==> config.mk <==
export PLATFORM = sky130hd
export DESIGN_NAME = vga_display_top
export DESIGN_NICKNAME = d
export VERILOG_FILES = /design/src/logic/vga_pkg.sv /design/src/logic/video_timing.sv /design/src/logic/frame_buffer.sv /design/src/logic/wb_pixel_port.sv /design/src/logic/color_palette.sv /design/src/logic/vga_display_top.sv
export VERILOG_INCLUDE_DIRS = /design/src /design/src/logic
export SDC_FILE = /design/constraint.sdc
export NUM_CORES = 1
export LEC_CHECK = 0
export BUFFER_PORTS_ARGS = -buffer_cell sky130_fd_sc_hd__clkbuf_2
export CAP_MARGIN = 0
export CORE_ASPECT_RATIO = 0.8
export CORE_MARGIN = 2
export CORE_UTILIZATION = 47
export CTS_BUF_LIST = sky130_fd_sc_hd__clkbuf_8
export DETAILED_ROUTE_END_ITERATION = 8
export HOLD_SLACK_MARGIN = 0.02
export PLACE_DENSITY_LB_ADDON = 0.08
export RECOVER_POWER = 100
export SKIP_LAST_GASP = 1
export SYNTH_ARGS = -nofsm -noshare
export SYNTH_HDL_FRONTEND = slang
export SYNTH_SLANG_ARGS = --single-unit
==> constraint.sdc <==
create_clock -name clk -period 1.92 [get_ports clk]
set_input_delay 0.288 -clock clk [delete_from_list [all_inputs] [get_ports clk]]
set_output_delay 0.288 -clock clk [all_outputs]
set_load 0.02 [all_outputs]
==> src/logic/vga_defines.svh <==
`ifndef VGA_DEFINES_SVH
`define VGA_DEFINES_SVH

//////////////////////////////
// Screen geometry
//////////////////////////////

// Small simulation mode, 16x8 visible
// Full 1280x1024 mode uses:
//   HD 1280, HF 48, HR 112, HB 248
//   VD 1024, VF 1,  VR 3,   VB 38
//   X_BITS 11, Y_BITS 10, COUNT_BITS 11

`define VGA_HD 16  // Display width, pixels
`define VGA_HF 2   // Front porch
`define VGA_HR 3   // Sync pulse
`define VGA_HB 3   // Back porch

`define VGA_VD 8   // Display height, lines
`define VGA_VF 1
`define VGA_VR 1
`define VGA_VB 2

`define VGA_HTOTAL (`VGA_HD + `VGA_HF + `VGA_HR + `VGA_HB)
`define VGA_VTOTAL (`VGA_VD + `VGA_VF + `VGA_VR + `VGA_VB)

// Widths
`define VGA_X_BITS      4
`define VGA_Y_BITS      3
`define VGA_COUNT_BITS  11
`define VGA_FB_DEPTH    (`VGA_HD * `VGA_VD)
`define VGA_WB_ADR_BITS (`VGA_X_BITS + `VGA_Y_BITS)  // y above x
`define VGA_WB_DAT_BITS 8

`endif

==> src/logic/vga_pkg.sv <==
`include "vga_defines.svh"

package vga_pkg;

  // Plain vector types
  typedef logic [`VGA_X_BITS-1:0]             coord_x_t;
  typedef logic [`VGA_Y_BITS-1:0]             coord_y_t;
  typedef logic [`VGA_COUNT_BITS-1:0]         count_t;    // Raw scan counter
  typedef logic [1:0]                         pix_idx_t;
  typedef logic [11:0]                        rgb_t;      // 4 bits each of R, G, B
  typedef logic [$clog2(`VGA_FB_DEPTH)-1:0]   fb_addr_t;

  // Palette entries, index order is fixed
  typedef enum pix_idx_t {
    COLOR_BLACK,
    COLOR_WHITE,
    COLOR_BLUE,
    COLOR_GREEN
  } color_e;

  // Scan position and sync, travels down the pipeline
  typedef struct packed {
    logic     hsync;
    logic     vsync;
    logic     active;
    coord_x_t x;
    coord_y_t y;
  } beam_t;

  typedef struct packed {
    logic                          cyc;
    logic                          stb;
    logic                          we;
    logic [`VGA_WB_ADR_BITS-1:0]   adr;
    logic [`VGA_WB_DAT_BITS-1:0]   dat;
  } wb_req_t;

  typedef struct packed {
    logic                          ack;
    logic [`VGA_WB_DAT_BITS-1:0]   dat;
  } wb_rsp_t;

endpackage

==> src/logic/video_timing.sv <==
`timescale 1ns/1ps
`include "vga_defines.svh"

module video_timing (
  input  logic           clk,
  input  logic           arstn,
  output vga_pkg::beam_t beam
);

  localparam int H_START = `VGA_HR + `VGA_HB;  // First visible column
  localparam int V_START = `VGA_VR + `VGA_VB;  // First visible line

  vga_pkg::count_t hcnt;
  vga_pkg::count_t vcnt;
  vga_pkg::count_t hoff;
  vga_pkg::count_t voff;
  logic            h_last;
  logic            v_last;
  logic            h_vis;
  logic            v_vis;

  assign h_last = (hcnt == vga_pkg::count_t'(`VGA_HTOTAL - 1));
  assign v_last = (vcnt == vga_pkg::count_t'(`VGA_VTOTAL - 1));

  //////////////////////////////
  // Scan counters
  //////////////////////////////

  always_ff @(posedge clk or negedge arstn) begin
    if (!arstn) begin
      hcnt <= '0;
    end else if (h_last) begin
      hcnt <= '0;
    end else begin
      hcnt <= hcnt + 1'b1;
    end
  end

  // Steps once per line
  always_ff @(posedge clk or negedge arstn) begin
    if (!arstn) begin
      vcnt <= '0;
    end else if (h_last) begin
      if (v_last) begin
        vcnt <= '0;
      end else begin
        vcnt <= vcnt + 1'b1;
      end
    end
  end

  //////////////////////////////
  // Beam register
  //////////////////////////////

  assign hoff  = hcnt - vga_pkg::count_t'(H_START);
  assign voff  = vcnt - vga_pkg::count_t'(V_START);
  assign h_vis = (hcnt >= H_START) && (hcnt < H_START + `VGA_HD);
  assign v_vis = (vcnt >= V_START) && (vcnt < V_START + `VGA_VD);

  always_ff @(posedge clk or negedge arstn) begin
    if (!arstn) begin
      beam <= '0;
    end else begin
      beam.hsync  <= (hcnt < `VGA_HR);
      beam.vsync  <= (vcnt < `VGA_VR);
      beam.active <= h_vis && v_vis;
      beam.x      <= hoff[`VGA_X_BITS-1:0];  // Only meaningful while active
      beam.y      <= voff[`VGA_Y_BITS-1:0];
    end
  end

  a_cnt_range: assert property (@(posedge clk) disable iff (!arstn)
    (hcnt < `VGA_HTOTAL) && (vcnt < `VGA_VTOTAL));

  // Visible area lies clear of both sync pulses
  a_active_pos: assert property (@(posedge clk) disable iff (!arstn)
    beam.active |-> (beam.x < `VGA_HD) && !beam.hsync && !beam.vsync);

endmodule

==> src/logic/frame_buffer.sv <==
`timescale 1ns/1ps
`include "vga_defines.svh"

module frame_buffer (
  input  logic              clk,
  input  logic              arstn,
  // Bus side
  input  logic              we,
  input  vga_pkg::fb_addr_t waddr,
  input  vga_pkg::pix_idx_t wdata,
  input  vga_pkg::fb_addr_t raddr,
  output vga_pkg::pix_idx_t rdata,
  // Video side
  input  vga_pkg::beam_t    beam_in,
  output vga_pkg::beam_t    beam_out,
  output vga_pkg::pix_idx_t pix
);

  vga_pkg::pix_idx_t mem [`VGA_FB_DEPTH];
  vga_pkg::fb_addr_t vaddr;

  //////////////////////////////
  // Bus port
  //////////////////////////////

  // Read returns the old word on a same-address write
  always_ff @(posedge clk) begin
    if (we) begin
      mem[waddr] <= wdata;
    end
    rdata <= mem[raddr];
  end

  //////////////////////////////
  // Video port
  //////////////////////////////

  // Row-major, blanking reads park at zero
  assign vaddr = beam_in.active ?
                 vga_pkg::fb_addr_t'(beam_in.y * `VGA_HD + beam_in.x) : '0;

  always_ff @(posedge clk) begin
    pix <= mem[vaddr];
  end

  // Beam follows the read by one stage
  always_ff @(posedge clk or negedge arstn) begin
    if (!arstn) begin
      beam_out <= '0;
    end else begin
      beam_out <= beam_in;
    end
  end

endmodule

==> src/logic/wb_pixel_port.sv <==
`timescale 1ns/1ps
`include "vga_defines.svh"

module wb_pixel_port (
  input  logic              clk,
  input  logic              arstn,
  input  vga_pkg::wb_req_t  wb_req,
  output vga_pkg::wb_rsp_t  wb_rsp,
  output logic              fb_we,
  output vga_pkg::fb_addr_t fb_waddr,
  output vga_pkg::fb_addr_t fb_raddr,
  output vga_pkg::pix_idx_t fb_wdata,
  input  vga_pkg::pix_idx_t fb_rdata
);

  vga_pkg::coord_x_t x;
  vga_pkg::coord_y_t y;
  vga_pkg::fb_addr_t lin_addr;
  logic              in_range;
  logic              access;
  logic              ack_q;
  logic              oor_q;  // Last access was off screen

  //////////////////////////////
  // Address decode
  //////////////////////////////

  assign x        = wb_req.adr[`VGA_X_BITS-1:0];
  assign y        = wb_req.adr[`VGA_X_BITS +: `VGA_Y_BITS];
  assign in_range = (x < `VGA_HD) && (y < `VGA_VD);
  assign lin_addr = vga_pkg::fb_addr_t'(y * `VGA_HD + x);

  // Strobe seen while no ack pending
  assign access = wb_req.cyc && wb_req.stb && !ack_q;

  assign fb_we    = access && wb_req.we && in_range;
  assign fb_waddr = lin_addr;
  assign fb_raddr = lin_addr;
  assign fb_wdata = wb_req.dat[1:0];

  //////////////////////////////
  // Handshake
  //////////////////////////////

  always_ff @(posedge clk or negedge arstn) begin
    if (!arstn) begin
      ack_q <= 1'b0;
    end else begin
      ack_q <= access;
    end
  end

  always_ff @(posedge clk) begin
    if (access) begin
      oor_q <= !in_range;
    end
  end

  assign wb_rsp.ack = ack_q;
  assign wb_rsp.dat = (ack_q && !oor_q) ?
                      {{(`VGA_WB_DAT_BITS-2){1'b0}}, fb_rdata} : '0;

  a_ack_single: assert property (@(posedge clk) disable iff (!arstn)
    ack_q |=> !ack_q);

  a_ack_after_stb: assert property (@(posedge clk) disable iff (!arstn)
    ack_q |-> $past(wb_req.cyc && wb_req.stb));

endmodule

==> src/logic/color_palette.sv <==
`timescale 1ns/1ps

module color_palette (
  input  logic              clk,
  input  logic              arstn,
  input  vga_pkg::beam_t    beam,
  input  vga_pkg::pix_idx_t pix,
  output logic              hsync,
  output logic              vsync,
  output vga_pkg::rgb_t     rgb
);

  vga_pkg::rgb_t color;
  vga_pkg::rgb_t rgb_next;

  //////////////////////////////
  // Palette lookup
  //////////////////////////////

  always_comb begin
    case (vga_pkg::color_e'(pix))
      vga_pkg::COLOR_BLACK: color = 12'h000;
      vga_pkg::COLOR_WHITE: color = 12'hfff;
      vga_pkg::COLOR_BLUE:  color = 12'hf00;  // Top nibble
      vga_pkg::COLOR_GREEN: color = 12'h0f0;  // Middle nibble
      default:              color = 12'h000;
    endcase
  end

  // Blank outside the visible area
  assign rgb_next = beam.active ? color : '0;

  //////////////////////////////
  // Output register
  //////////////////////////////

  // Sync and colour leave on the same edge
  always_ff @(posedge clk or negedge arstn) begin
    if (!arstn) begin
      hsync <= 1'b0;
      vsync <= 1'b0;
      rgb   <= '0;
    end else begin
      hsync <= beam.hsync;
      vsync <= beam.vsync;
      rgb   <= rgb_next;
    end
  end

endmodule

==> src/logic/vga_display_top.sv <==
`timescale 1ns/1ps

module vga_display_top (
  input  logic             clk,
  input  logic             arstn,
  input  vga_pkg::wb_req_t wb_req,
  output vga_pkg::wb_rsp_t wb_rsp,
  output logic             hsync,
  output logic             vsync,
  output vga_pkg::rgb_t    rgb
);

  // Bus port to buffer
  logic              fb_we;
  vga_pkg::fb_addr_t fb_waddr;
  vga_pkg::fb_addr_t fb_raddr;
  vga_pkg::pix_idx_t fb_wdata;
  vga_pkg::pix_idx_t fb_rdata;

  // Video pipeline
  vga_pkg::beam_t    beam_t0;  // Timing stage out
  vga_pkg::beam_t    beam_t1;  // Buffer stage out
  vga_pkg::pix_idx_t pix;

  wb_pixel_port u_wb_port (
    .clk      (clk),
    .arstn    (arstn),
    .wb_req   (wb_req),
    .wb_rsp   (wb_rsp),
    .fb_we    (fb_we),
    .fb_waddr (fb_waddr),
    .fb_raddr (fb_raddr),
    .fb_wdata (fb_wdata),
    .fb_rdata (fb_rdata)
  );

  video_timing u_timing (
    .clk   (clk),
    .arstn (arstn),
    .beam  (beam_t0)
  );

  frame_buffer u_fb (
    .clk      (clk),
    .arstn    (arstn),
    .we       (fb_we),
    .waddr    (fb_waddr),
    .wdata    (fb_wdata),
    .raddr    (fb_raddr),
    .rdata    (fb_rdata),
    .beam_in  (beam_t0),
    .beam_out (beam_t1),
    .pix      (pix)
  );

  color_palette u_palette (
    .clk   (clk),
    .arstn (arstn),
    .beam  (beam_t1),
    .pix   (pix),
    .hsync (hsync),
    .vsync (vsync),
    .rgb   (rgb)
  );

endmodule

==> results.toml, run 1 <==
[power_and_ir_drop]
power_density_nw_per_um2 = 720
combPwrFrac_pct = 6.6
ir_worst_vdd_uv = 523
switchingPower_w = 0.00323
power_leakage_nw = 6.47
power.share.clock_pct = 40.7
swShare_pct = 23.9
power_frac_seq_pct = 52.8
p_int_w = 0.0103

[synthesis]
yosysWarnings = 0
synth_seq_cells = 301
netlist_instances = 1180
synth_async_sr_flop_share_pct = 13.6
netlist_area_um2 = 15200
ys_types = 79
syn_avg_cell_area_um2 = 12.9
synth_edf_count = 256
ys_seq_area_share_pct = 58.0
synthFlopType = "edfxtp_1"

[detailed_routing]
dr.pass1.iters = 7
wl_met2_um = 22300
num_vias = 11991
wl_per_cell_um = 28.3
drtIter0Drc = 1801
wl_met3_um = 6400
top_layer = "met5"
viasPerCell = 6.35
wirelength_um = 53400
drc = 0
antenna_left = 0
met1_length_um = 22600

[grt]
overflow = 0
grt_pass1_wl_um = 77400
grt_pass1_vias = 11644
grt_max_degree = 67
gr-usage-all-layers_pct = 32.1
grt_antenna_before_repair = 2

[outcome]
violations = "capacitance limit, slew limit, setup timing"
status = "complete, but fails checks"

[finish]
final_cell_mix = "256 x edfxtp_1, 191 x buf_4, 161 x nor2_1"
fin_nets = 1455
final_common_cell = "edfxtp_1"
area_delta_synth_final_pct = 23.4
drive_above_1_share_pct = 31.4
diodes = 0
utilization_pct = 59.2

[timing]
period_share_pct = 115
fin_worst_skew_ns = 0.0335
relSlewSlack_pct = -1.57
drv_slew = 25
clock.fmax_mhz = 454
whs_ns = 0.113
worst_pin_slew_ns = 1.52
setup_viol = 10
final_critical_path_setup_slack_ns = -0.284
grt_setup_unrepaired = "true"
finalHoldViolCount = 0
finalSetupTns_ns = -1.12
min_period_ns = 2.20

[worst_hold_path]
worstHoldPathCells = 2
min_path_type = "input pin to register"
worstHoldStart = "wb_req[13]"

[floorplanning]
die_area_um2 = 33700
start_util_pct = 48.0
io_pins = 43
core_um2 = 31600
die_h_um = 165
placementRows = 58
dieWidth_um = 205

[clock_tree]
ctsLongestPathBuffers = 3
cts_buffers = 48
clk-insertion-delay-late_ns = 0.61
h-tree-depth = 2
cts_tree = "done"
cts_root_buffer = "clkbuf_8"
cts_sinks = 301
path_clk_slew_ns = 0.07

[setup_path]
cpLargestDelayFamily = "compound AO/OA/AOI/OAI gates"
crit_path_start = "u_timing.beam[5]"
arrival_ns = 2.73
cp.buffers_inverters = 4
critPathMaxStageDelay_ns = 0.49
r2r_start = "u_timing.beam[5]"
cpMostUsedCell = "buf_12"
required_ns = 2.45
crit_slowest_cell = "dfrtp_4"
cp_max_fo = 7
reg2reg_depth = 9
cp-start-kind = "register"
endpoint_kind = "register"
path_depth = 9
worstPathCellList = "buf_6 -> and3b_2 -> buf_12 -> buf_12 -> buf_4 -> a211oi_2 -> o32a_1 -> a22oi_2 -> nand4_1"
path_class = "register to register"

[place]
dp.final_hpwl_um = 38300
gp_congestion = 0.991
io_buffers = 30

[run]
drv_cap = 1
power groups by stage:
| stage | Sequential [W] | Combinational, W | Clock, W |
|---|---|---|---|
| 2_1_floorplan | 0.00725 | 0.000384 | 0 |
| 3_3_place_gp | 0.00725 | 0.000866 | 0 |
| 3_5_place_dp | 0.00725 | 0.000871 | 0 |
| 4_1_cts | 0.00711 | 0.000887 | 0.00558 |
| 5_1_grt | 0.00711 | 0.000926 | 0.00584 |
| 6_report | 0.00712 | 0.000884 | 0.00548 |
worst reg2reg max path: stages, from the launching register on:
cell	delay [ns]
dfrtp_4	0.49
buf_6	0.16
and3b_2	0.23
buf_12	0.16
buf_12	0.15
buf_4	0.15
a211oi_2	0.31
o32a_1	0.30
a22oi_2	0.12
nand4_1	0.09
worst paths after layout:
| kind | endpoint | slack (ns) |
|---|---|---|
| max | u_fb.pix[0] | -0.28 |
| min | u_fb.rdata[1] | 0.11 |
| max reg2reg | u_fb.pix[0] | -0.28 |
| min reg2reg | u_palette.hsync | 0.35 |
| max in group asynchronous | u_timing.beam[5] | 0.22 |
| min in group asynchronous | u_timing.beam[8] | 0.61 |
flip-flops by register name (all words and copies together), names as in the netlist:
| register | cells |
|---|---|
| u_fb.beam_out | 3 |
| u_fb.mem | 256 |
| u_fb.pix | 2 |
| u_fb.rdata | 2 |
| u_palette.hsync | 1 |
| u_palette.rgb | 3 |
| u_palette.vsync | 1 |
| u_timing.beam | 10 |
| u_timing.hcnt | 11 |
| u_timing.vcnt | 11 |
| u_wb_port.ack_q | 1 |
repair_timing:
action | CTS | global route
hold endpoints to repair | 28 | 0
hold buffers | 4 | 0
pin swaps | 23 | 15
setup endpoints to repair | 8 | 13
setup buffers | 7 | 9
gates resized for setup | 63 | 25
synthesized netlist by cell type, types with 11 or more instances:
library cell	n	area share, %
a211oi_1	11	0.54
a21oi_1	19	0.63
a221oi_1	31	1.8
a22oi_1	23	1.1
and2_1	13	0.54
buf_2	22	0.73
buf_4	30	1.5
buf_6	11	0.82
clkbuf_1	30	0.74
dfrtp_1	41	6.8
edfxtp_1	256	51
inv_1	12	0.30
mux2_1	14	1.0
mux2_2	25	1.9
mux2i_1	67	4.4
mux4_2	41	6.1
nand2_1	64	1.6
nand2b_1	13	0.54
nand3_1	24	0.79
nor2_1	164	4.1
nor2b_1	32	1.3
o21ai_0	24	0.79
o221ai_1	16	0.92
o22ai_1	24	0.99
kinds of logic after synthesis:
family          after synthesis  share of synthesized area (%)
mux                         147                           13.4
compound gates              232                           11.6
flops                       301                           58.0
xor+xnor                     16                          0.924
simple gates                361                           11.0
fa+ha+maj                     7                          0.577
other cells                   1                         0.0247
buf+inv                     115                           4.54
layout make-up:
class / count / area [um^2]
clock buffer: 49 / 674
clock inverter: 40 / 256
fill: 2673 / 12900
inverter: 16 / 60.1
multi-input combinational: 769 / 6020
sequential: 301 / 8800
tap: 420 / 526
timing repair buffer: 292 / 2380
stage by stage:
stage	cells	power [W]	area (um^2)	worst slack, ns
floorplan	1185	0.00763	15200	0.0211
global placement	1780	0.00812	17500	-0.432
detailed placement	1780	0.00812	17500	-0.450
CTS	1878	0.0136	18800	-0.207
global route	1887	0.0139	18700	-0.383
finish	1887	0.0135	18700	-0.284
layer usage:
metal | up-vias | global-route usage [%]
met3 | 142 | 9.49
met4 | 4 | 11.8
met5 | - | 0
met1 | 5999 | 47.1
met2 | 763 | 45.1
li1 | 5083 | -
Power figures use the tool's default switching activity.
==> inputs of run 2 (changes only) <==
Settings changed: CTS_BUF_LIST sky130_fd_sc_hd__clkbuf_8 to unset, SYNTH_HIERARCHICAL set to 1.
==> results.toml, run 2 <==
[outcome]
status = "complete, but fails checks"
violations = "setup timing"

[timing]
whs_ns = 0.176
drv_slew = 0
period_share_pct = 121
clock.fmax_mhz = 432
worst_pin_slew_ns = 1.48
finalHoldViolCount = 0
fin_worst_skew_ns = 0.0138
relSlewSlack_pct = 1.15
min_period_ns = 2.31
grt_setup_unrepaired = "true"
setup_viol = 200
final_critical_path_setup_slack_ns = -0.395

[clock_tree]
h-tree-depth = 1
cts_buffers = 31
cts_tree = "done"
cts_sinks = 301
path_clk_slew_ns = 0.06
clk-insertion-delay-late_ns = 0.59
cts_root_buffer = "clkbuf_16"
ctsLongestPathBuffers = 3

[finish]
diodes = 0
num-fill-cells = 2667
drive_above_1_share_pct = 33.7
final_common_cell = "edfxtp_1"
reg_top3 = "u_fb/mem: 256 flops, u_timing/hcnt: 11 flops, u_timing/vcnt: 11 flops"
area_delta_synth_final_pct = 20.9
top_register = "u_fb/mem"
final_cell_mix = "256 x edfxtp_1, 189 x buf_4, 146 x nor2_1"
largest_reg_flops = 256
finish.instance_area_um2 = 18700
fin_nets = 1348

[power_and_ir_drop]
power_density_nw_per_um2 = 755
ir_worst_vdd_uv = 668
combPwrFrac_pct = 5.2
power_frac_seq_pct = 50.5
power.share.clock_pct = 44.4
swShare_pct = 21.4
switchingPower_w = 0.00302
p_int_w = 0.0111
power_leakage_nw = 6.46
total_power_w = 0.0141

[floorplanning]
dieWidth_um = 207
io_pins = 43
core_um2 = 32500
start_util_pct = 47.6
die_area_um2 = 34400
placementRows = 59
die_h_um = 166

[place]
preCtsSetupSlack_ns = -0.694
dp.final_hpwl_um = 33000
gp_congestion = 0.975
io_buffers = 30
placed_cell_area_um2 = 17300

[run]
drv_cap = 0

[detailed_routing]
drtIter0Drc = 1322
wl_per_cell_um = 26.6
wirelength_um = 47000
antenna_left = 0
viasPerCell = 6.10
num_vias = 10791
drc = 0
dr.pass1.iters = 5

[synthesis]
syn_avg_cell_area_um2 = 13.7
netlist_instances = 1130
netlist_area_um2 = 15500
yosysWarnings = 6

[worst_hold_path]
min_path_type = "input pin to async pin"

[grt]
grt_pass1_wl_um = 69700
overflow = 0
gr-usage-all-layers_pct = 27.7
grt_max_degree = 129
grt_antenna_before_repair = 0
grt_pass1_vias = 10695

[setup_path]
endpoint_kind = "register"
cp-start-kind = "register"
critPathMaxStageDelay_ns = 0.51
arrival_ns = 2.74
required_ns = 2.35
path_class = "register to register"
worstPathCellList = "buf_12 -> buf_16 -> nor2b_2 -> a211o_1 -> a211oi_1 -> o41ai_1 -> o22ai_1 -> a22oi_2"
crit_slowest_cell = "dfrtp_4"
cp_max_fo = 13
==> run 2: metal layers <==
| layer | part of all wire, % | global-route usage [%] |
|---|---|---|
| met1 | 47 | 43.4 |
| met2 | 41 | 38.1 |
| met4 | 2.5 | 6.72 |
| met5 | 0 | 0 |
| met3 | 9.4 | 7.40 |
==> run 2: worst max-delay path, delay by kind of cell (launching register included) <==
kind	cells	cell delay, ns
compound gates	5	1.13
flops	1	0.51
buf+inv	2	0.30
simple gates	1	0.21
==> run 2: through the flow <==
stage          cells  TNS (ns)  util [%]
6_report        1770    -12.41      57.5
5_1_grt         1770    -18.59      57.5
4_1_cts         1768    -0.681      57.6
3_5_place_dp    1702    -17.49      53.4
3_3_place_gp    1702    -15.38      53.4
2_1_floorplan   1135   -0.0715         -
==> run 2: worst paths after layout <==
path                                        from               end  slack (ns)  cells after the start
min in group clk                      wb_req[13]     u_fb/rdata[0]        0.20                      4
worst max register to register  u_timing/beam[3]       u_fb/pix[0]       -0.39                      8
worst min-delay path                       arstn   u_palette/vsync        0.18                      2
worst max-delay path            u_timing/beam[3]       u_fb/pix[0]       -0.39                      8
max in group asynchronous                  arstn  u_timing/beam[5]        0.73                      3
worst min register to register  u_timing/beam[8]  u_fb/beam_out[8]        0.35                      0
==> run 2: power by group through the flow <==
stage	clock [W]	combinational, W	sequential [W]
6_report	0.00626	0.000731	0.00712
5_1_grt	0.00662	0.000774	0.00712
4_1_cts	0.00634	0.000736	0.00711
3_5_place_dp	0	0.000727	0.00725
3_3_place_gp	0	0.000721	0.00725
2_1_floorplan	0	0.000460	0.00724
==> run 2: repair_timing <==
item                                   in CTS  in global routing
setup endpoints to repair                  30                 62
gates cloned                                1                  0
gates resized for setup                    50                 29
pin swaps                                   9                  5
endpoints found under the hold margin      42                  0
setup buffers                               6                  2
hold buffers                                3                  0
==> run 2: cell type report <==
class	count	area [um^2]	area share [%]
clock inverter	14	175	0.938
tap	427	534	2.86
sequential	301	8800	47.1
inverter	18	67.6	0.362
clock buffer	42	867	4.64
multi-input combinational	709	6110	32.7
timing repair buffer	259	2120	11.4
==> inputs of run 3 (changes only) <==
Clock period 1.92 ns to 2.3 ns, I/O delays scaled along.
==> results.toml, run 3 (synthesis gave the netlist of run 2 again) <==
[timing]
drv_slew = 0
period_share_pct = 99.0
min_period_ns = 2.28
finalHoldViolCount = 0
clock.fmax_mhz = 439
grt_setup_unrepaired = "true"
fin_worst_skew_ns = 0.0284
relSlewSlack_pct = 2.89
worst_pin_slew_ns = 1.46
setup_viol = 0

[finish]
fin_nets = 1253
num-fill-cells = 2747
top_register = "u_fb/mem"
reg_top3 = "u_fb/mem: 256 flops, u_timing/hcnt: 11 flops, u_timing/vcnt: 11 flops"
final_cell_mix = "256 x edfxtp_1, 160 x nor2_1, 96 x buf_4"
area_delta_synth_final_pct = 14.4
largest_reg_flops = 256
final_common_cell = "edfxtp_1"
drive_above_1_share_pct = 24.2
utilization_pct = 54.4

[setup_path]
cp-start-kind = "register"
arrival_ns = 2.76
cp.buffers_inverters = 1
path_class = "register to register"
crit_slowest_cell = "mux4_2"
critPathMaxStageDelay_ns = 0.51
worstPathCellList = "buf_12 -> mux4_2 -> o211ai_1 -> o221ai_2 -> a221oi_2 -> a31oi_1"
endpoint_kind = "register"
cp_max_fo = 11
required_ns = 2.78
cpLargestDelayFamily = "compound AO/OA/AOI/OAI gates"

[detailed_routing]
drc = 0
antenna_left = 0
viasPerCell = 6.22
wirelength_um = 45200
num_vias = 10440
wl_per_cell_um = 26.9
dr.pass1.iters = 5
drtIter0Drc = 1321

[clock_tree]
h-tree-depth = 1
cts_buffers = 31
cts_sinks = 301
path_clk_slew_ns = 0.07
cts_root_buffer = "clkbuf_16"
clk-insertion-delay-late_ns = 0.59
cts_tree = "done"
ctsLongestPathBuffers = 3

[floorplanning]
placementRows = 59
core_um2 = 32500
start_util_pct = 47.6
die_h_um = 166
io_pins = 43
die_area_um2 = 34400
dieWidth_um = 207

[outcome]
status = "finished clean"

[grt]
grt_pass1_vias = 10146
grt_pass1_wl_um = 66800
gr-usage-all-layers_pct = 26.6
grt_max_degree = 129
grt_antenna_before_repair = 1
overflow = 0

[place]
gp_congestion = 0.963
dp.final_hpwl_um = 31400
io_buffers = 30

[power_and_ir_drop]
power_leakage_nw = 5.94
power_density_nw_per_um2 = 667
total_power_w = 0.0118
ir_worst_vdd_uv = 538

[run]
drv_cap = 0

[worst_hold_path]
min_path_type = "input pin to register"
==> run 3: routing by layer <==
metal,up-vias,global-route usage (%),share of wire [%]
met5,-,0,0
met4,0,7.12,2.8
met3,77,5.24,10
met2,538,36.4,42
met1,5275,42.9,45
li1,4550,-,-
==> run 3: worst paths after layout <==
kind	cells after the start	endpoint	slack, ns	start
setup / recovery	6	u_fb/pix[1]	0.02	u_timing/beam[5]
hold / removal	2	u_wb_port/ack_q	0.04	wb_req[16]
setup reg to reg	6	u_fb/pix[1]	0.02	u_timing/beam[5]
hold reg to reg	0	u_palette/hsync	0.35	u_fb/beam_out[9]
max in group asynchronous	3	u_timing/hcnt[8]	0.87	arstn
min in group asynchronous	2	u_timing/vcnt[3]	0.36	arstn
==> run 3: final cells by class <==
cell class / count / area [um^2] / area share [%]
diodes: 1 / 2.50 / 0.0142
flip-flops and latches: 301 / 8800 / 49.8
repair buffers: 164 / 1250 / 7.08
well taps: 427 / 534 / 3.02
clock inverters: 11 / 183 / 1.03
inverters: 18 / 67.6 / 0.382
clock buffers: 47 / 886 / 5.01
multi-input cells: 709 / 5950 / 33.7
==> run 3: through the flow <==
stage,instance area (um^2),setup slack (ns),setup TNS [ns],std cells,hold WS (ns)
after floorplan,15500,0.185,0,1135,0.0494
after global placement,16600,-0.0807,-0.0993,1608,0.332
after detailed placement,16600,-0.133,-0.229,1608,0.336
after CTS,17700,0.00602,0,1667,0.0269
after global routing,17700,-0.00675,-0.00675,1678,0.0439
final,17700,0.0224,0,1678,0.0444
==> run 3: what timing repair did <==
item / in CTS / in global routing
hold endpoints to repair: 28 / 0
hold buffers: 1 / 0
pin swaps: 0 / 5
setup endpoints to repair: 2 / 2
buffers inserted: 0 / 10
resized for setup: 3 / 19
==> run 3: power breakdown <==
group | switching, W | leakage, nW | internal (W)
registers | 0.00000734 | 2.86 | 0.00593
clock network | 0.00209 | 0.523 | 0.00320
logic | 0.000344 | 2.56 | 0.000224
